### src/logic/addrGenPkg.sv
`default_nettype none

package addrGenPkg;

	//////////////////////////////////////////////////////////////////////
	// Types
	//////////////////////////////////////////////////////////////////////

	// Upper address lines 15:11, one 2 KB page per code
	typedef logic [15:11] addrPage_t;

	// CPU phase counter, wraps at 16
	typedef logic [3:0] phaseCount_t;

	//////////////////////////////////////////////////////////////////////
	// Main CPU register pages
	//////////////////////////////////////////////////////////////////////

	// Watchdog kick, write to 8000h
	localparam addrPage_t pageWdKick = 5'b10000;

	// Main interrupt acknowledge, write to 8800h
	localparam addrPage_t pageMainAck = 5'b10001;

	// Scroll and priority latch 0, D000h-D7FFh
	// Also carries the bank select of ROM 9D
	localparam addrPage_t pageLatch0 = 5'b11010;

	// Scroll and priority latch 1, D800h-DFFFh
	localparam addrPage_t pageLatch1 = 5'b11011;

	//////////////////////////////////////////////////////////////////////
	// Sub CPU register pages
	//////////////////////////////////////////////////////////////////////

	// Sub interrupt acknowledge, write to 8800h
	localparam addrPage_t pageSubAck = 5'b10001;

	// Sound chip, writes to 9000h-97FFh
	localparam addrPage_t pageSound = 5'b10010;

endpackage

`default_nettype wire

### src/logic/cpuAddrGen.sv
`default_nettype none

module cpuAddrGen #(
	parameter int wdWidth = 4,
	parameter int wdLimit = 10
) (
	input wire logic clk6M,
	input wire logic rstN,
	input wire logic clk0,
	input wire addrGenPkg::addrPage_t ma,
	input wire logic nMwe,
	input wire addrGenPkg::addrPage_t sa,
	input wire logic nSwe,
	input wire logic nVbla,
	output logic q,
	output logic nMCs0,
	output logic nMCs1,
	output logic nMCs2,
	output logic nMCs4,
	output logic nMRom,
	output logic nLth0,
	output logic nLth1,
	output logic nSCs0,
	output logic nSCs1,
	output logic nSCs2,
	output logic nSCs4,
	output logic nSRom,
	output logic nSnd,
	output logic nMReset,
	output logic nMInt,
	output logic nSInt
);

	// Decoder strobes into the supervisor
	logic wdKick;
	logic mainAck;
	logic subAck;

	// CPU E/Q phase
	cpuPhaseGen phaseGen_i (
		.clk6M (clk6M),
		.rstN  (rstN),
		.clk0  (clk0),
		.q     (q)
	);

	// Main CPU map
	mainDecode mainDecode_i (
		.ma      (ma),
		.nMwe    (nMwe),
		.nMCs0   (nMCs0),
		.nMCs1   (nMCs1),
		.nMCs2   (nMCs2),
		.nMCs4   (nMCs4),
		.nMRom   (nMRom),
		.nLth0   (nLth0),
		.nLth1   (nLth1),
		.wdKick  (wdKick),
		.mainAck (mainAck)
	);

	// Sub CPU map
	subDecode subDecode_i (
		.sa     (sa),
		.nSwe   (nSwe),
		.nSCs0  (nSCs0),
		.nSCs1  (nSCs1),
		.nSCs2  (nSCs2),
		.nSCs4  (nSCs4),
		.nSRom  (nSRom),
		.nSnd   (nSnd),
		.subAck (subAck)
	);

	// Watchdog and vblank interrupts
	vblankSupervisor #(
		.wdWidth (wdWidth),
		.wdLimit (wdLimit)
	) supervisor_i (
		.clk6M   (clk6M),
		.rstN    (rstN),
		.nVbla   (nVbla),
		.wdKick  (wdKick),
		.mainAck (mainAck),
		.subAck  (subAck),
		.nMReset (nMReset),
		.nMInt   (nMInt),
		.nSInt   (nSInt)
	);

endmodule

`default_nettype wire

### src/logic/cpuPhaseGen.sv
`default_nettype none

module cpuPhaseGen (
	input wire logic clk6M,
	input wire logic rstN,
	input wire logic clk0,
	output logic q
);

	// Free running count of 6 MHz edges since clk0 last went high
	addrGenPkg::phaseCount_t phaseCnt;

	//////////////////////////////////////////////////////////////////////
	// Phase counter
	//////////////////////////////////////////////////////////////////////

	// Models the 74LS161 stage on the board
	// clk0 low acts as a synchronous clear, so the counter
	// lines up with the external clock generator every cycle
	always_ff @(posedge clk6M or negedge rstN) begin
		if (!rstN) begin
			phaseCnt <= '0;
		end else if (!clk0) begin
			// Held while clk0 is low
			phaseCnt <= '0;
		end else begin
			// Wraps at 16 on its own
			phaseCnt <= phaseCnt + 4'd1;
		end
	end

	//////////////////////////////////////////////////////////////////////
	// Quadrature output
	//////////////////////////////////////////////////////////////////////

	// Bit 1 is the divided 6 MHz clock
	// Xor with bit 0 shifts it by one count, a quarter period
	assign q = phaseCnt[1] ^ phaseCnt[0];

endmodule

`default_nettype wire

### src/logic/mainDecode.sv
`default_nettype none

module mainDecode (
	input wire addrGenPkg::addrPage_t ma,
	input wire logic nMwe,
	output logic nMCs0,
	output logic nMCs1,
	output logic nMCs2,
	output logic nMCs4,
	output logic nMRom,
	output logic nLth0,
	output logic nLth1,
	output logic wdKick,
	output logic mainAck
);

	// Read and write qualifiers from the CPU write level
	logic isRead;
	logic isWrite;

	// 8 KB region from lines 15:13
	logic [15:13] region;

	assign isRead = nMwe;
	assign isWrite = ~nMwe;
	assign region = ma[15:13];

	//////////////////////////////////////////////////////////////////////
	// RAM and ROM selects
	//////////////////////////////////////////////////////////////////////

	// 0000h-1FFFh, sprite RAM
	assign nMCs2 = ~(region == 3'b000);

	// 2000h-3FFFh, video RAM 1
	assign nMCs0 = ~(region == 3'b001);

	// 4000h-5FFFh, video RAM 2
	assign nMCs1 = ~(region == 3'b010);

	// 6000h-7FFFh, banked program ROM
	// Only on reads
	assign nMCs4 = ~(isRead & (region == 3'b011));

	// 8000h-FFFFh, fixed program ROM
	// Writes into this half go to the register pages below
	assign nMRom = ~(isRead & ma[15]);

	//////////////////////////////////////////////////////////////////////
	// Latch strobes
	//////////////////////////////////////////////////////////////////////

	// Scroll, priority and ROM bank registers
	// Write only, active low
	assign nLth0 = ~(isWrite & (ma == addrGenPkg::pageLatch0));
	assign nLth1 = ~(isWrite & (ma == addrGenPkg::pageLatch1));

	//////////////////////////////////////////////////////////////////////
	// Internal strobes
	//////////////////////////////////////////////////////////////////////

	// Watchdog kick, any write to the 8000h page
	assign wdKick = isWrite & (ma == addrGenPkg::pageWdKick);

	// Main vblank interrupt acknowledge
	assign mainAck = isWrite & (ma == addrGenPkg::pageMainAck);

endmodule

`default_nettype wire

### src/logic/subDecode.sv
`default_nettype none

module subDecode (
	input wire addrGenPkg::addrPage_t sa,
	input wire logic nSwe,
	output logic nSCs0,
	output logic nSCs1,
	output logic nSCs2,
	output logic nSCs4,
	output logic nSRom,
	output logic nSnd,
	output logic subAck
);

	// Read and write qualifiers
	logic isRead;
	logic isWrite;

	// 8 KB region
	logic [15:13] region;

	assign isRead = nSwe;
	assign isWrite = ~nSwe;
	assign region = sa[15:13];

	//////////////////////////////////////////////////////////////////////
	// Selects, same map as the main CPU
	//////////////////////////////////////////////////////////////////////

	// Shared RAM windows
	assign nSCs2 = ~(region == 3'b000);
	assign nSCs0 = ~(region == 3'b001);
	assign nSCs1 = ~(region == 3'b010);

	// 6000h-7FFFh, read only
	assign nSCs4 = ~(isRead & (region == 3'b011));

	// Sub program ROM, upper half, read only
	assign nSRom = ~(isRead & sa[15]);

	//////////////////////////////////////////////////////////////////////
	// Write strobes
	//////////////////////////////////////////////////////////////////////

	// Sound chip register writes
	assign nSnd = ~(isWrite & (sa == addrGenPkg::pageSound));

	// Sub vblank interrupt acknowledge
	assign subAck = isWrite & (sa == addrGenPkg::pageSubAck);

endmodule

`default_nettype wire

### src/logic/vblankSupervisor.sv
`default_nettype none

module vblankSupervisor #(
	parameter int wdWidth = 4,
	parameter int wdLimit = 10
) (
	input wire logic clk6M,
	input wire logic rstN,
	input wire logic nVbla,
	input wire logic wdKick,
	input wire logic mainAck,
	input wire logic subAck,
	output logic nMReset,
	output logic nMInt,
	output logic nSInt
);

	typedef logic [wdWidth-1:0] wdCount_t;

	// Vblank level from the previous edge
	logic nVblaQ;
	// Falling edge of vblank seen at this clock
	logic vblEvent;
	// A kick arrived since the last vblank
	logic kicked;
	wdCount_t wdCount;

	//////////////////////////////////////////////////////////////////////
	// Vblank edge detect
	//////////////////////////////////////////////////////////////////////

	always_ff @(posedge clk6M or negedge rstN) begin
		if (!rstN) begin
			nVblaQ <= 1'b1;
		end else begin
			nVblaQ <= nVbla;
		end
	end

	assign vblEvent = nVblaQ & ~nVbla;

	//////////////////////////////////////////////////////////////////////
	// Watchdog
	//////////////////////////////////////////////////////////////////////

	// Kicks are remembered for the rest of the frame
	always_ff @(posedge clk6M or negedge rstN) begin
		if (!rstN) begin
			kicked <= 1'b0;
		end else if (vblEvent) begin
			kicked <= 1'b0;
		end else if (wdKick) begin
			kicked <= 1'b1;
		end
	end

	// One step per frame
	// A kick on the vblank edge itself still counts
	always_ff @(posedge clk6M or negedge rstN) begin
		if (!rstN) begin
			wdCount <= '0;
		end else if (vblEvent) begin
			if (kicked | wdKick | (wdCount == wdCount_t'(wdLimit))) begin
				wdCount <= '0;
			end else begin
				wdCount <= wdCount + 1'b1;
			end
		end
	end

	// Top bit holds the main CPU in reset
	assign nMReset = ~wdCount[wdWidth-1];

	//////////////////////////////////////////////////////////////////////
	// Vblank interrupts
	//////////////////////////////////////////////////////////////////////

	// Vblank wins over an acknowledge on the same edge
	always_ff @(posedge clk6M or negedge rstN) begin
		if (!rstN) begin
			nMInt <= 1'b1;
			nSInt <= 1'b1;
		end else if (vblEvent) begin
			nMInt <= 1'b0;
			nSInt <= 1'b0;
		end else begin
			if (mainAck) begin
				nMInt <= 1'b1;
			end
			if (subAck) begin
				nSInt <= 1'b1;
			end
		end
	end

endmodule

`default_nettype wire

### config.mk
export PLATFORM = sky130hd
export DESIGN_NAME = cpuAddrGen
export DESIGN_NICKNAME = d
export VERILOG_FILES = /design/src/logic/addrGenPkg.sv /design/src/logic/cpuAddrGen.sv /design/src/logic/cpuPhaseGen.sv /design/src/logic/mainDecode.sv /design/src/logic/subDecode.sv /design/src/logic/vblankSupervisor.sv
export SDC_FILE = /design/constraint.sdc
export NUM_CORES = 1
export LEC_CHECK = 0
export BUFFER_PORTS_ARGS = -buffer_cell sky130_fd_sc_hd__clkbuf_2
export CAP_MARGIN = 25
export CORE_MARGIN = 4
export CORE_UTILIZATION = 38
export CTS_BUF_LIST = sky130_fd_sc_hd__clkbuf_16
export CTS_CLUSTER_SIZE = 8
export DETAILED_ROUTE_END_ITERATION = 10
export PLACE_DENSITY = 0.73
export SYNTH_ARGS = -nofsm -noshare
export SYNTH_HDL_FRONTEND = slang
export SYNTH_SLANG_ARGS = --single-unit
### constraint.sdc
create_clock -name clk6M -period 1.1 [get_ports clk6M]
set_clock_uncertainty 0.1 [all_clocks]
set_input_delay 0.22 -clock clk6M [delete_from_list [all_inputs] [get_ports clk6M]]
set_output_delay 0.22 -clock clk6M [all_outputs]
set_load 0.01 [all_outputs]
=== Word level (Yosys, flattened, before mapping) ===
Index checks and enable logic that the tools add are counted.

* Eq/ne operators: 13
* Bitwise operators: 31
* Reductions and logical operators: 5
* Add/sub/neg operators: 2
* Mux-type cells: 8

{| class="wikitable"
|+ Operators by type and width
! kind !! number
|-
| 5-bit == test, second input constant || 6
|-
| 1-bit inverter || 17
|-
| 3-bit by 2-bit == test with 1-bit output, second input constant || 4
|-
| 1-bit bitwise AND || 11
|-
| 4-bit by 1-bit adder with 4-bit output, second input constant || 2
|-
| 4-bit two-way mux || 2
|-
| 3-bit by 1-bit == test with 1-bit output, second input constant || 2
|-
| 3-bit logical NOT || 2
|-
| 1-bit two-way mux || 6
|-
| 2-bit nonzero test || 3
|-
| 4-bit == test, second input constant || 1
|-
| 1-bit bitwise OR || 2
|-
| 1-bit XOR || 1
|}

* Logic and storage cells: 65
* Flip-flop bits (word level): 12

=== Longest topological paths before layout ===
Gate-level depths: netlist (run 1).

* Word-level depth: 5
* Gate-level depth with buffers: 5

=== Cells and area by module ===
A second synthesis (run 1) with hierarchy kept.

* Cell total of the unflattened synthesis: 59
* Area, all modules: 615.6 um2

{| class="wikitable"
|+ By module, submodules not included
! module !! instances !! area each (um2) !! cells an instance
|-
| vblankSupervisor || 1 || 377.9 || 34
|-
| mainDecode || 1 || 95.1 || 12
|-
| cpuPhaseGen || 1 || 73.8 || 5
|-
| subDecode || 1 || 68.8 || 8
|}

=== Worst setup path after synthesis (run 1) ===
No wires, ideal clock.

* Path type: input to register
* From: input ma[3]
* To: register supervisor_i.wdCount[0]
* Cell stages on the path: 3
* Library setup time: 0.131 ns
* Data arrival time: 1.038 ns
* Path slack: -0.169 ns
* Data required time: 0.869 ns
* Path through: or4b_4 o211ai_2 o21ai_0

* Longest elaborated chain between the ends: 5

{| class="wikitable"
|+ RTL lines
! item !! line !! source
|-
| start, declared || cpuAddrGen.sv:10 || <nowiki>input wire addrGenPkg::addrPage_t ma,</nowiki>
|-
| 5-bit == test || mainDecode.sv:63 || <nowiki>assign wdKick = isWrite & (ma == addrGenPkg::pageWdKick);</nowiki>
|-
| 1-bit bitwise AND || mainDecode.sv:63 ||
|-
| 1-bit bitwise OR (2 in series) || vblankSupervisor.sv:63 || <nowiki>if (kicked | wdKick | (wdCount == wdCount_t'(wdLimit))) begin</nowiki>
|-
| 4-bit two-way mux || vblankSupervisor.sv:63 ||
|-
| end signal, assigned || vblankSupervisor.sv:66 || <nowiki>wdCount <= wdCount + 1'b1;</nowiki>
|-
| end, declared || vblankSupervisor.sv:26 || <nowiki>wdCount_t wdCount;</nowiki>
|}

No other way between the ends.
A chain may end at the register's enable or synchronous reset.

=== Worst setup path after layout (run 1) ===
* From: register phaseGen_i.phaseCnt[1]
* To: output q

* Longest elaborated chain between the ends: 1

{| class="wikitable"
|+ RTL lines
! item !! line !! source
|-
| start, declared || cpuPhaseGen.sv:11 || <nowiki>addrGenPkg::phaseCount_t phaseCnt;</nowiki>
|-
| start signal, assigned || cpuPhaseGen.sv:28 || <nowiki>phaseCnt <= phaseCnt + 4'd1;</nowiki>
|-
| 1-bit XOR || cpuPhaseGen.sv:38 || <nowiki>assign q = phaseCnt[1] ^ phaseCnt[0];</nowiki>
|-
| end, declared || cpuAddrGen.sv:15 || <nowiki>output logic q,</nowiki>
|}

No other way between the ends.

==> results of run 1 <==
[worst reg2reg max path, delay by kind of cell (launching register included)]
kind	cells	cell delay (ps)
adder cells (fa/ha/maj)	1	170
AO/OA/AOI/OAI	2	330
flip-flops	1	410
AND/OR/NAND/NOR	1	120
[what timing repair did]
action,4_1_cts,5_1_grt
hold buffers,1,0
endpoints found under the hold margin,10,0
setup endpoints to repair,17,20
buffers inserted,4,5
cloned,0,0
pin swaps,11,11
gates resized for setup,28,40
[worst paths after layout]
check / startpoint / end / slack (ps)
max: phaseGen_i.phaseCnt[1] / q / -160
min: nVbla / supervisor_i.nVblaQ / 60
max reg2reg: supervisor_i.wdCount[1] / supervisor_i.wdCount[1] / -120
min reg2reg: supervisor_i.nMInt / supervisor_i.nMInt / 480
min in group asynchronous: rstN / phaseGen_i.phaseCnt[1] / 280
max in group asynchronous: rstN / supervisor_i.nMInt / 360
[layer usage]
metal | vias to the layer above | share of wire (%) | global-route usage [%]
met3 | 6 | 5.6 | 3.38
met5 | - | 0 | 0
met2 | 30 | 56 | 34.0
met1 | 333 | 35 | 16.5
met4 | 0 | 2.8 | 16.7
li1 | 346 | - | -
[area by class of cell]
cell class	instances	area share, %
Multi-Input combinational cell	48	34.7
Sequential cell	10	19.6
Timing Repair Buffer	57	36.3
Inverter	6	1.73
Clock inverter	1	0.289
Tap cell	16	1.54
Clock buffer	3	5.77
[cells in the mapped netlist (2+ instances only)]
cell	count
inv_1	6
dfstp_2	3
or3_1	2
nand4_1	2
nor3b_1	2
nand4b_1	2
nand2b_1	2
and2_1	2
nor2b_1	4
ha_1	2
nor2_1	4
nand3b_1	2
nand2_1	8
dfrtp_1	7
mux2i_1	2
o21ai_0	3
[flip-flops by register name, indices dropped and copies added, names as in the netlist]
signal                count
phaseGen_i.phaseCnt       2
supervisor_i.nSInt        1
supervisor_i.nMInt        1
supervisor_i.kicked       1
supervisor_i.wdCount      4
supervisor_i.nVblaQ       1
[power groups by stage]
stage | sequential (µW) | clock, µW | combinational, µW
finish | 497 | 633 | 665
global route | 508 | 663 | 720
CTS | 472 | 641 | 468
detailed placement | 471 | 0 | 369
global placement | 469 | 0 | 364
floorplan | 476 | 0 | 171
[cell families (layout without fill, tap and decap cells)]
| family | after synthesis | after routing | synth area share [%] |
|---|---|---|---|
| and+or+nand+nor | 35 | 35 | 35.2 |
| muxes | 2 | 2 | 3.35 |
| AOI/OAI and AO/OA | 8 | 8 | 9.43 |
| DFF | 10 | 10 | 42.6 |
| xor gates and xnor gates | 1 | 1 | 1.47 |
| buffers and inverters | 6 | 67 | 3.77 |
| adders and majority gates | 2 | 2 | 4.19 |
[cell usage in the layout (no fill, tap or decap), drive strengths merged]
| master | instances |
|---|---|
| nand3b | 2 |
| a31oi | 1 |
| nand2 | 8 |
| nor4b | 1 |
| nand3 | 1 |
| o22ai | 1 |
| xor2 | 1 |
| mux2i | 2 |
| clkbuf | 18 |
| dlygate4sd3 | 1 |
| and2 | 2 |
| dfstp | 3 |
| ha | 2 |
| or3 | 2 |
| or3b | 1 |
| o31a | 1 |
| o31ai | 1 |
| o21ai | 3 |
| nor2 | 4 |
| o211ai | 1 |
| nor2b | 4 |
| buf | 41 |
| clkinv | 1 |
| inv | 6 |
| nor3b | 2 |
| nand4b | 2 |
| or2 | 1 |
| nand2b | 2 |
| or4b | 1 |
| dfrtp | 7 |
| nand4 | 2 |
[per-stage QoR]
step	instances	utilization (%)
final	141	87.3
after global routing	141	87.3
after CTS	136	76.4
after detailed placement	127	59.7
after global placement	127	59.7
after floorplan	64	-
==> impl_metrics.xml, run 1 <==
<?xml version="1.0" encoding="UTF-8"?>
<metrics>
  <group name="setup_path">
    <metric name="timing.critical_path.cells" unit="">xor2_2, buf_2</metric>
    <metric name="critical_path_required" unit="ps">780</metric>
    <metric name="crit_path_max_incr_delay" unit="ps">390</metric>
    <metric name="worst_r2r_path_depth" unit="">4</metric>
    <metric name="crit_type" unit="">flop to output pin</metric>
    <metric name="path_delay_family" unit="">flip-flops</metric>
    <metric name="timing.critical_path.buf_inv" unit="">1</metric>
    <metric name="worst_setup_sp_type" unit="">flop</metric>
    <metric name="cp_slowest_cell" unit="">dfrtp_1</metric>
    <metric name="crit_cells" unit="">2</metric>
    <metric name="critical_path.endpoint_type" unit="">output pin</metric>
    <metric name="highest_fanout_seen_on_the_critical_path" unit="">2</metric>
    <metric name="worst_ep_arrival_time" unit="ps">940</metric>
  </group>
  <group name="layout">
    <metric name="layout.filler_cells" unit="">73</metric>
    <metric name="finalInstanceArea" unit="µm²">1300</metric>
    <metric name="layout.area.seq" unit="µm²">255</metric>
    <metric name="area_delta_synth_final" unit="%">118</metric>
    <metric name="post_route_cells_drive_above_1_share" unit="%">68.0</metric>
    <metric name="multi_input_comb_area" unit="µm²">452</metric>
    <metric name="design.final.nets" unit="">144</metric>
    <metric name="insertedDiodeCount" unit="">0</metric>
  </group>
  <group name="drt">
    <metric name="drt-total-wl" unit="µm">2140</metric>
    <metric name="postRouteAntennaNets" unit="">0</metric>
    <metric name="post_drt_wl_per_cell" unit="µm">15.1</metric>
    <metric name="detail_route.drc_violations" unit="">0</metric>
    <metric name="routed_via_density" unit="">5.07</metric>
    <metric name="via_count" unit="">715</metric>
    <metric name="drt_first_iter_violations" unit="">6</metric>
    <metric name="drt_pre_antenna_iters" unit="">3</metric>
  </group>
  <group name="place">
    <metric name="io_buffer_count" unit="">32</metric>
    <metric name="detailed_place.area" unit="µm²">890</metric>
    <metric name="routabilityCongestion" unit="">0.694</metric>
    <metric name="hpwl_after_detailed_placement" unit="µm">1280</metric>
    <metric name="place_worst_setup_slack" unit="ps">-337</metric>
  </group>
  <group name="min_path">
    <metric name="worstHoldPathCells" unit="">1</metric>
    <metric name="holdCritPathClass" unit="">input port to flop</metric>
  </group>
  <group name="yosys">
    <metric name="synth_enable_flop_cells" unit="">0</metric>
    <metric name="number_of_nets_produced_by_synthesis" unit="">82</metric>
    <metric name="per_instance_average_area_after_synthesis" unit="µm²">9.33</metric>
    <metric name="postSynth.asyncResetShare" unit="%">100</metric>
    <metric name="dominantRegCellSynth" unit="">dfrtp_1</metric>
    <metric name="yosysWarningCount" unit="">0</metric>
    <metric name="synth.top_cell.area_share" unit="%">29.4</metric>
    <metric name="synth_cell_type_count" unit="">27</metric>
    <metric name="post_synth_inst_count" unit="">64</metric>
    <metric name="synth.ff_latch_count" unit="">10</metric>
    <metric name="synth_area" unit="µm²">597</metric>
    <metric name="seq_area_frac_synth" unit="%">42.6</metric>
    <metric name="yosys-top-cells-area" unit="">dfrtp_1 29%, dfstp_2 13%, nand2_1 5.0%, ha_1 4.2%, nor2b_1 4.2%</metric>
    <metric name="netlist.top_cell.by_area" unit="">dfrtp_1</metric>
  </group>
  <group name="timing">
    <metric name="slew_headroom" unit="%">83.5</metric>
    <metric name="hold_ws" unit="ps">65.0</metric>
    <metric name="final-setup-viol-count" unit="">17</metric>
    <metric name="setup_ws" unit="ps">-161</metric>
    <metric name="max_freq" unit="MHz">793</metric>
    <metric name="timing_worst_slew_pin_value" unit="ps">247</metric>
    <metric name="post-route-min-period" unit="ps">1260</metric>
    <metric name="grt_setup_unrepaired" unit="">yes</metric>
    <metric name="period_share" unit="%">115</metric>
    <metric name="tns" unit="ps">-1600</metric>
    <metric name="timing_hold_violations_final" unit="">0</metric>
    <metric name="slew_violations" unit="">0</metric>
  </group>
  <group name="clocking">
    <metric name="tritoncts_clock_tree" unit="">built</metric>
    <metric name="cts.path.max_buffers" unit="">2</metric>
    <metric name="h-tree-depth" unit="">1</metric>
    <metric name="clk_latency" unit="ps">230</metric>
    <metric name="cts_num_sinks" unit="">10</metric>
    <metric name="cts.reportedPaths.clkPinSlew" unit="ps">40</metric>
    <metric name="root_driver" unit="">clkbuf_16</metric>
    <metric name="cts_buffers" unit="">3</metric>
  </group>
  <group name="pwr">
    <metric name="internal-power" unit="µW">1290</metric>
    <metric name="power_share_of_the_sequential_group" unit="%">27.7</metric>
    <metric name="pwr_density_cell" unit="nW/µm²">1380</metric>
    <metric name="combPwrFrac" unit="%">37.0</metric>
    <metric name="p_sw" unit="µW">508</metric>
    <metric name="max_rail_drop_vdd" unit="µV">1150</metric>
    <metric name="p_sw_share" unit="%">28.3</metric>
    <metric name="power.static_leakage" unit="µW">0.000606</metric>
    <metric name="total_power" unit="µW">1800</metric>
    <metric name="power.clock.fraction" unit="%">35.3</metric>
  </group>
  <group name="global_route">
    <metric name="global_route.overflow_total" unit="">0</metric>
    <metric name="vias_in_the_first_global_route" unit="">705</metric>
    <metric name="antenna_found_initial" unit="">0</metric>
    <metric name="grtUsageTotal" unit="%">18.4</metric>
    <metric name="grt_first_pass_wirelength" unit="µm">2760</metric>
    <metric name="grt_max_degree" unit="">11</metric>
  </group>
  <group name="run_status">
    <metric name="run_status" unit="">finished, violations left</metric>
    <metric name="violations" unit="">setup timing</metric>
  </group>
  <group name="floorplanning">
    <metric name="floorplan.die_area" unit="µm²">2270</metric>
    <metric name="fp.coreArea" unit="µm²">1490</metric>
    <metric name="chipWidth" unit="µm">47.6</metric>
    <metric name="num_io_pins" unit="">33</metric>
    <metric name="num_rows" unit="">14</metric>
    <metric name="initial_core_util" unit="%">40.1</metric>
    <metric name="die_h" unit="µm">47.6</metric>
  </group>
  <group name="flow_run">
    <metric name="max_cap_viol_count" unit="">0</metric>
  </group>
</metrics>
Power figures use the tool's default switching activity.
==> inputs of run 2 (changes only) <==
SKIP_LAST_GASP = 1   (was default)
==> run 2 against run 1 <==
The flow still finishes with violations (setup timing). Global-route usage shrank 0.46 points. Flip-flop and latch count is the same. Sequential power is essentially flat. Via count is the same. First-iteration DRC count shrank 50%. Clock power is essentially flat. Register-to-register slack is essentially flat.
==> impl_metrics.xml, run 2 (synthesis gave the netlist of run 1 again) <==
<?xml version="1.0" encoding="UTF-8"?>
<metrics>
  <group name="setup_path">
    <metric name="cp_slowest_cell" unit="">dfrtp_1</metric>
    <metric name="highest_fanout_seen_on_the_critical_path" unit="">2</metric>
    <metric name="critical_path_required" unit="ps">780</metric>
    <metric name="path_delay_family" unit="">flip-flops</metric>
    <metric name="worst_ep_arrival_time" unit="ps">940</metric>
    <metric name="crit_path_max_incr_delay" unit="ps">390</metric>
    <metric name="critical_path.endpoint_type" unit="">output pin</metric>
    <metric name="timing.critical_path.buf_inv" unit="">1</metric>
    <metric name="timing.critical_path.cells" unit="">xor2_2, buf_2</metric>
    <metric name="crit_type" unit="">flop to output pin</metric>
    <metric name="worst_setup_sp_type" unit="">flop</metric>
  </group>
  <group name="drt">
    <metric name="via_count" unit="">715</metric>
    <metric name="drt-total-wl" unit="µm">2070</metric>
    <metric name="wl_met2" unit="µm">1170</metric>
    <metric name="m1WireLength" unit="µm">739</metric>
    <metric name="top_layer" unit="">met4</metric>
    <metric name="routed-wl-met3" unit="µm">100</metric>
    <metric name="drt_pre_antenna_iters" unit="">2</metric>
    <metric name="drt_first_iter_violations" unit="">3</metric>
    <metric name="detail_route.drc_violations" unit="">0</metric>
    <metric name="post_drt_wl_per_cell" unit="µm">14.8</metric>
    <metric name="routed_via_density" unit="">5.11</metric>
    <metric name="postRouteAntennaNets" unit="">0</metric>
  </group>
  <group name="layout">
    <metric name="insertedDiodeCount" unit="">0</metric>
    <metric name="design.final.nets" unit="">143</metric>
    <metric name="layout.area.seq" unit="µm²">255</metric>
    <metric name="layout.cells.most_common_list" unit="">17 x buf_6, 15 x clkbuf_2, 13 x buf_4</metric>
    <metric name="multi_input_comb_area" unit="µm²">452</metric>
    <metric name="largest_register_ffs" unit="">4</metric>
    <metric name="layout_top_registers" unit="">supervisor_i.wdCount: 4 flops, phaseGen_i.phaseCnt: 2 flops</metric>
    <metric name="post_route_cells_drive_above_1_share" unit="%">67.7</metric>
    <metric name="final_common_cell" unit="">buf_6</metric>
    <metric name="top_register" unit="">supervisor_i.wdCount</metric>
    <metric name="layout.filler_cells" unit="">77</metric>
    <metric name="area_delta_synth_final" unit="%">116</metric>
  </group>
  <group name="run_status">
    <metric name="run_status" unit="">finished, violations left</metric>
    <metric name="violations" unit="">setup timing</metric>
  </group>
  <group name="global_route">
    <metric name="antenna_found_initial" unit="">0</metric>
    <metric name="grtUsageTotal" unit="%">17.9</metric>
    <metric name="grt_max_degree" unit="">11</metric>
    <metric name="global_route.overflow_total" unit="">0</metric>
    <metric name="vias_in_the_first_global_route" unit="">689</metric>
    <metric name="grt_first_pass_wirelength" unit="µm">2680</metric>
  </group>
  <group name="timing">
    <metric name="period_share" unit="%">115</metric>
    <metric name="max_freq" unit="MHz">793</metric>
    <metric name="timing_hold_violations_final" unit="">0</metric>
    <metric name="grt_setup_unrepaired" unit="">yes</metric>
    <metric name="timing_worst_slew_pin_value" unit="ps">247</metric>
    <metric name="final-setup-viol-count" unit="">16</metric>
    <metric name="post-route-min-period" unit="ps">1260</metric>
    <metric name="slew_headroom" unit="%">83.5</metric>
    <metric name="setup_ws" unit="ps">-161</metric>
    <metric name="slew_violations" unit="">0</metric>
  </group>
  <group name="floorplanning">
    <metric name="die_h" unit="µm">47.6</metric>
    <metric name="num_io_pins" unit="">33</metric>
    <metric name="fp.coreArea" unit="µm²">1490</metric>
    <metric name="num_rows" unit="">14</metric>
    <metric name="floorplan.die_area" unit="µm²">2270</metric>
    <metric name="initial_core_util" unit="%">40.1</metric>
    <metric name="chipWidth" unit="µm">47.6</metric>
  </group>
  <group name="place">
    <metric name="hpwl_after_detailed_placement" unit="µm">1280</metric>
    <metric name="routabilityCongestion" unit="">0.694</metric>
    <metric name="io_buffer_count" unit="">32</metric>
    <metric name="place_worst_setup_slack" unit="ps">-337</metric>
  </group>
  <group name="pwr">
    <metric name="pwr_density_cell" unit="nW/µm²">1390</metric>
    <metric name="total_power" unit="µW">1790</metric>
    <metric name="power.static_leakage" unit="µW">0.000603</metric>
    <metric name="max_rail_drop_vdd" unit="µV">1150</metric>
  </group>
  <group name="clocking">
    <metric name="tritoncts_clock_tree" unit="">built</metric>
    <metric name="cts_buffers" unit="">3</metric>
    <metric name="cts.reportedPaths.clkPinSlew" unit="ps">40</metric>
    <metric name="clk_latency" unit="ps">230</metric>
    <metric name="h-tree-depth" unit="">1</metric>
    <metric name="cts.path.max_buffers" unit="">2</metric>
    <metric name="root_driver" unit="">clkbuf_16</metric>
    <metric name="cts_num_sinks" unit="">10</metric>
  </group>
  <group name="min_path">
    <metric name="holdCritPathClass" unit="">input port to flop</metric>
  </group>
  <group name="flow_run">
    <metric name="max_cap_viol_count" unit="">0</metric>
  </group>
</metrics>
[run 2: cell count changes in the layout (fill, tap and decap cells not counted), sizes merged]
cell	delta
clkbuf	+1
buf	-2
[run 2: cell type report]
type	count	share of cell area (%)
multi-input combinational	48	35.0
clock inverter	1	0.291
inverter	6	1.74
clock buffer	3	5.81
timing repair buffer	56	35.9
tap	16	1.55
sequential	10	19.8
[run 2: worst reg2reg max path: stages (launching register included)]
cell and delay [ps]:
dfrtp_1 410, ha_4 170, nand3b_1 120, o211ai_4 110
o31ai_2 220
[run 2: per-layer routing]
| layer | GRT usage (%) | vias to the layer above |
|---|---|---|
| met5 | 0 | - |
| met4 | 17.7 | 0 |
| met3 | 3.38 | 6 |
| met2 | 32.6 | 30 |
| met1 | 15.8 | 335 |
| li1 | - | 344 |
[run 2: power by group]
group	internal [µW]	switching, µW
Sequential	431	67.6
Clock	475	158
Combinational	378	281
Total	1280	507
[run 2: repair_timing]
item / 4_1_cts / 5_1_grt
setup endpoints to repair: 17 / 21
setup buffers: 4 / 4
cloned: 0 / 0
hold endpoints to repair: 10 / 0
resized for setup: 20 / 48
pin swaps: 9 / 12
hold buffers: 1 / 0
[run 2: path summary, 6_finish.rpt]
kind / from / endpoint / slack [ps] / cells past startpoint
min in group asynchronous: rstN / phaseGen_i.phaseCnt[1] / 270 / 2
min reg2reg: supervisor_i.nMInt / supervisor_i.nMInt / 480 / 3
min: nVbla / supervisor_i.nVblaQ / 70 / 1
max: phaseGen_i.phaseCnt[1] / q / -160 / 2
max reg2reg: supervisor_i.wdCount[1] / supervisor_i.wdCount[1] / -120 / 4
max in group asynchronous: rstN / supervisor_i.nMInt / 370 / 2
[run 2: through the flow]
| stage | instance area (µm²) | cells | TNS (ps) | util (%) | hold WS, ps |
|---|---|---|---|---|---|
| after floorplan | 597 | 64 | -830 | - | -176 |
| after CTS | 1100 | 136 | -1650 | 74.0 | 36.9 |
| final | 1290 | 140 | -1430 | 86.7 | 65.9 |
| after detailed placement | 890 | 127 | -2950 | 59.7 | -10.2 |
| after global placement | 890 | 127 | -2630 | 59.7 | -12.8 |
| after global routing | 1290 | 140 | -1990 | 86.7 | 64.4 |
==> inputs of run 3 (changes only) <==
ABC_CLOCK_PERIOD_IN_PS = 1100   (was default)
CELL_PAD_IN_SITES_DETAIL_PLACEMENT = 1   (was default)
CELL_PAD_IN_SITES_GLOBAL_PLACEMENT = 2   (was default)
CORE_UTILIZATION = 21   (was 38)
PLACE_DENSITY = default   (was 0.73)
PLACE_DENSITY_LB_ADDON = 0.1   (was default)
==> run 3 against run 2 <==
The run still ends with setup timing left. Combinational power is 6.7% lower. Design area rose by 0.68%. Critical endpoint unchanged. Power down 2.3%. Largest cell class unchanged. Critical path depth stayed put. Via count decreased by 1.5%. Clock-buffer cell count did not move. Critical path type unchanged. First-iteration DRC count rose to 3.0 times the previous value. Global-route usage fell by 6.5 points. Routed wire length down 2.8%.
==> impl_metrics.xml, run 3 (synthesis gave the netlist of run 1 again) <==
<?xml version="1.0" encoding="UTF-8"?>
<metrics>
  <group name="global_route">
    <metric name="grt_max_degree" unit="">11</metric>
    <metric name="antenna_found_initial" unit="">0</metric>
    <metric name="grt_first_pass_wirelength" unit="µm">3140</metric>
    <metric name="global_route.overflow_total" unit="">0</metric>
    <metric name="grtUsageTotal" unit="%">11.4</metric>
    <metric name="vias_in_the_first_global_route" unit="">734</metric>
  </group>
  <group name="layout">
    <metric name="insertedDiodeCount" unit="">0</metric>
    <metric name="layout_top_registers" unit="">supervisor_i.wdCount: 4 flops, phaseGen_i.phaseCnt: 2 flops</metric>
    <metric name="post_route_cells_drive_above_1_share" unit="%">67.7</metric>
    <metric name="layout.area.seq" unit="µm²">254</metric>
    <metric name="final_common_cell" unit="">buf_6</metric>
    <metric name="multi_input_comb_area" unit="µm²">437</metric>
    <metric name="layout.filler_cells" unit="">312</metric>
    <metric name="design.final.nets" unit="">146</metric>
    <metric name="largest_register_ffs" unit="">4</metric>
    <metric name="layout.cells.most_common_list" unit="">21 x buf_6, 17 x clkbuf_2, 15 x buf_4</metric>
    <metric name="area_delta_synth_final" unit="%">118</metric>
    <metric name="final_cell_count_no_fill" unit="">158</metric>
    <metric name="postLayoutCoreUtil" unit="%">47.6</metric>
    <metric name="top_register" unit="">supervisor_i.wdCount</metric>
  </group>
  <group name="setup_path">
    <metric name="highest_fanout_seen_on_the_critical_path" unit="">2</metric>
    <metric name="critical_path_required" unit="ps">780</metric>
    <metric name="worst_setup_sp_type" unit="">flop</metric>
    <metric name="worst_ep_arrival_time" unit="ps">950</metric>
    <metric name="critical_path.endpoint_type" unit="">output pin</metric>
    <metric name="crit_type" unit="">flop to output pin</metric>
  </group>
  <group name="clocking">
    <metric name="cts.reportedPaths.clkPinSlew" unit="ps">40</metric>
    <metric name="cts.path.max_buffers" unit="">2</metric>
    <metric name="h-tree-depth" unit="">1</metric>
    <metric name="root_driver" unit="">clkbuf_16</metric>
    <metric name="tritoncts_clock_tree" unit="">built</metric>
    <metric name="clk_latency" unit="ps">230</metric>
    <metric name="cts_buffers" unit="">3</metric>
    <metric name="cts_num_sinks" unit="">10</metric>
  </group>
  <group name="floorplanning">
    <metric name="chipWidth" unit="µm">61.3</metric>
    <metric name="die_h" unit="µm">61.3</metric>
    <metric name="num_rows" unit="">19</metric>
    <metric name="initial_core_util" unit="%">21.8</metric>
    <metric name="floorplan.die_area" unit="µm²">3760</metric>
    <metric name="fp.coreArea" unit="µm²">2730</metric>
    <metric name="num_io_pins" unit="">33</metric>
  </group>
  <group name="timing">
    <metric name="post-route-min-period" unit="ps">1270</metric>
    <metric name="period_share" unit="%">116</metric>
    <metric name="grt_setup_unrepaired" unit="">yes</metric>
    <metric name="setup_ws" unit="ps">-172</metric>
    <metric name="final-setup-viol-count" unit="">16</metric>
    <metric name="slew_violations" unit="">0</metric>
    <metric name="slew_headroom" unit="%">82.4</metric>
    <metric name="tns" unit="ps">-1530</metric>
    <metric name="max_freq" unit="MHz">786</metric>
    <metric name="timing_hold_violations_final" unit="">0</metric>
    <metric name="timing_worst_slew_pin_value" unit="ps">263</metric>
  </group>
  <group name="place">
    <metric name="place_worst_setup_slack" unit="ps">-368</metric>
    <metric name="hpwl_after_detailed_placement" unit="µm">1490</metric>
    <metric name="routabilityCongestion" unit="">0.681</metric>
    <metric name="placed_cells" unit="">144</metric>
    <metric name="io_buffer_count" unit="">32</metric>
  </group>
  <group name="drt">
    <metric name="post_drt_wl_per_cell" unit="µm">12.7</metric>
    <metric name="drt_first_iter_violations" unit="">9</metric>
    <metric name="routed-wl-met3" unit="µm">99</metric>
    <metric name="drt-total-wl" unit="µm">2010</metric>
    <metric name="detail_route.drc_violations" unit="">0</metric>
    <metric name="m1WireLength" unit="µm">838</metric>
    <metric name="wl_met2" unit="µm">1070</metric>
    <metric name="postRouteAntennaNets" unit="">0</metric>
    <metric name="via_count" unit="">704</metric>
    <metric name="drt_pre_antenna_iters" unit="">3</metric>
    <metric name="routed_via_density" unit="">4.46</metric>
    <metric name="top_layer" unit="">met3</metric>
  </group>
  <group name="pwr">
    <metric name="power_share_of_the_sequential_group" unit="%">28.1</metric>
    <metric name="p_sw" unit="µW">477</metric>
    <metric name="p_sw_share" unit="%">27.3</metric>
    <metric name="power.static_leakage" unit="µW">0.000615</metric>
    <metric name="internal-power" unit="µW">1270</metric>
    <metric name="max_rail_drop_vdd" unit="µV">779</metric>
    <metric name="pwr_density_cell" unit="nW/µm²">1350</metric>
    <metric name="total_power" unit="µW">1750</metric>
    <metric name="combPwrFrac" unit="%">35.2</metric>
    <metric name="power.clock.fraction" unit="%">36.7</metric>
  </group>
  <group name="min_path">
    <metric name="holdCritPathClass" unit="">input port to flop</metric>
  </group>
  <group name="run_status">
    <metric name="violations" unit="">setup timing</metric>
    <metric name="run_status" unit="">finished, violations left</metric>
  </group>
  <group name="flow_run">
    <metric name="max_cap_viol_count" unit="">0</metric>
  </group>
</metrics>
-- run 3: cell types whose count changed in the layout (fill, tap and decap cells not counted), sizes merged --
cell	previous run	this run
buf	39	41
clkbuf	19	20
-- run 3: repair_timing --
| action | 4_1_cts | 5_1_grt |
|---|---|---|
| hold buffers | 1 | 0 |
| gates resized for setup | 26 | 37 |
| setup endpoints to repair | 19 | 21 |
| gates cloned | 0 | 0 |
| pin swaps | 14 | 7 |
| hold endpoints to repair | 7 | 0 |
| buffers inserted | 4 | 5 |
-- run 3: per-layer routing --
metal	track usage, %	vias up
met4	2.79	0
met2	19.9	20
met1	13.4	335
met3	3.77	0
met5	0	-
li1	-	349
-- run 3: through the flow --
step | hold WS [ps] | area [µm²]
after global routing | 60.6 | 1300
after detailed placement | 9.23 | 923
after floorplan | -176 | 597
after global placement | 8.60 | 923
final | 54.7 | 1300
after CTS | 26.1 | 1140
-- run 3: path summary, 6_finish.rpt --
check	from	to	slack [ps]	cells after the start
min in group asynchronous	rstN	supervisor_i.wdCount[1]	290	2
worst max-delay path	phaseGen_i.phaseCnt[1]	q	-170	2
worst max register to register	supervisor_i.wdCount[0]	supervisor_i.wdCount[1]	-150	5
worst min register to register	phaseGen_i.phaseCnt[0]	phaseGen_i.phaseCnt[0]	380	1
worst min-delay path	nVbla	supervisor_i.nVblaQ	50	1
max in group asynchronous	rstN	supervisor_i.nSInt	340	2
-- run 3: critical path: stages, from the launching register on --
cell and delay (ps):
dfrtp_1 390, xor2_2 180, clkbuf_2 150
-- run 3: power groups by stage --
| stage | clock (µW) | sequential, µW | combinational [µW] |
|---|---|---|---|
| final | 643 | 492 | 615 |
| after global routing | 678 | 501 | 687 |
| after CTS | 662 | 486 | 533 |
| after detailed placement | 0 | 473 | 399 |
| after global placement | 0 | 469 | 395 |
| after floorplan | 0 | 476 | 171 |
-- run 3: layout make-up --
| type | instances | share of cell area (%) |
|---|---|---|
| repair buffers | 59 | 36.1 |
| multi-input cells | 48 | 33.6 |
| flip-flops and latches | 10 | 19.5 |
| clock buffers | 3 | 5.77 |
| well taps | 31 | 2.98 |
| inverters | 6 | 1.73 |
| clock inverters | 1 | 0.289 |
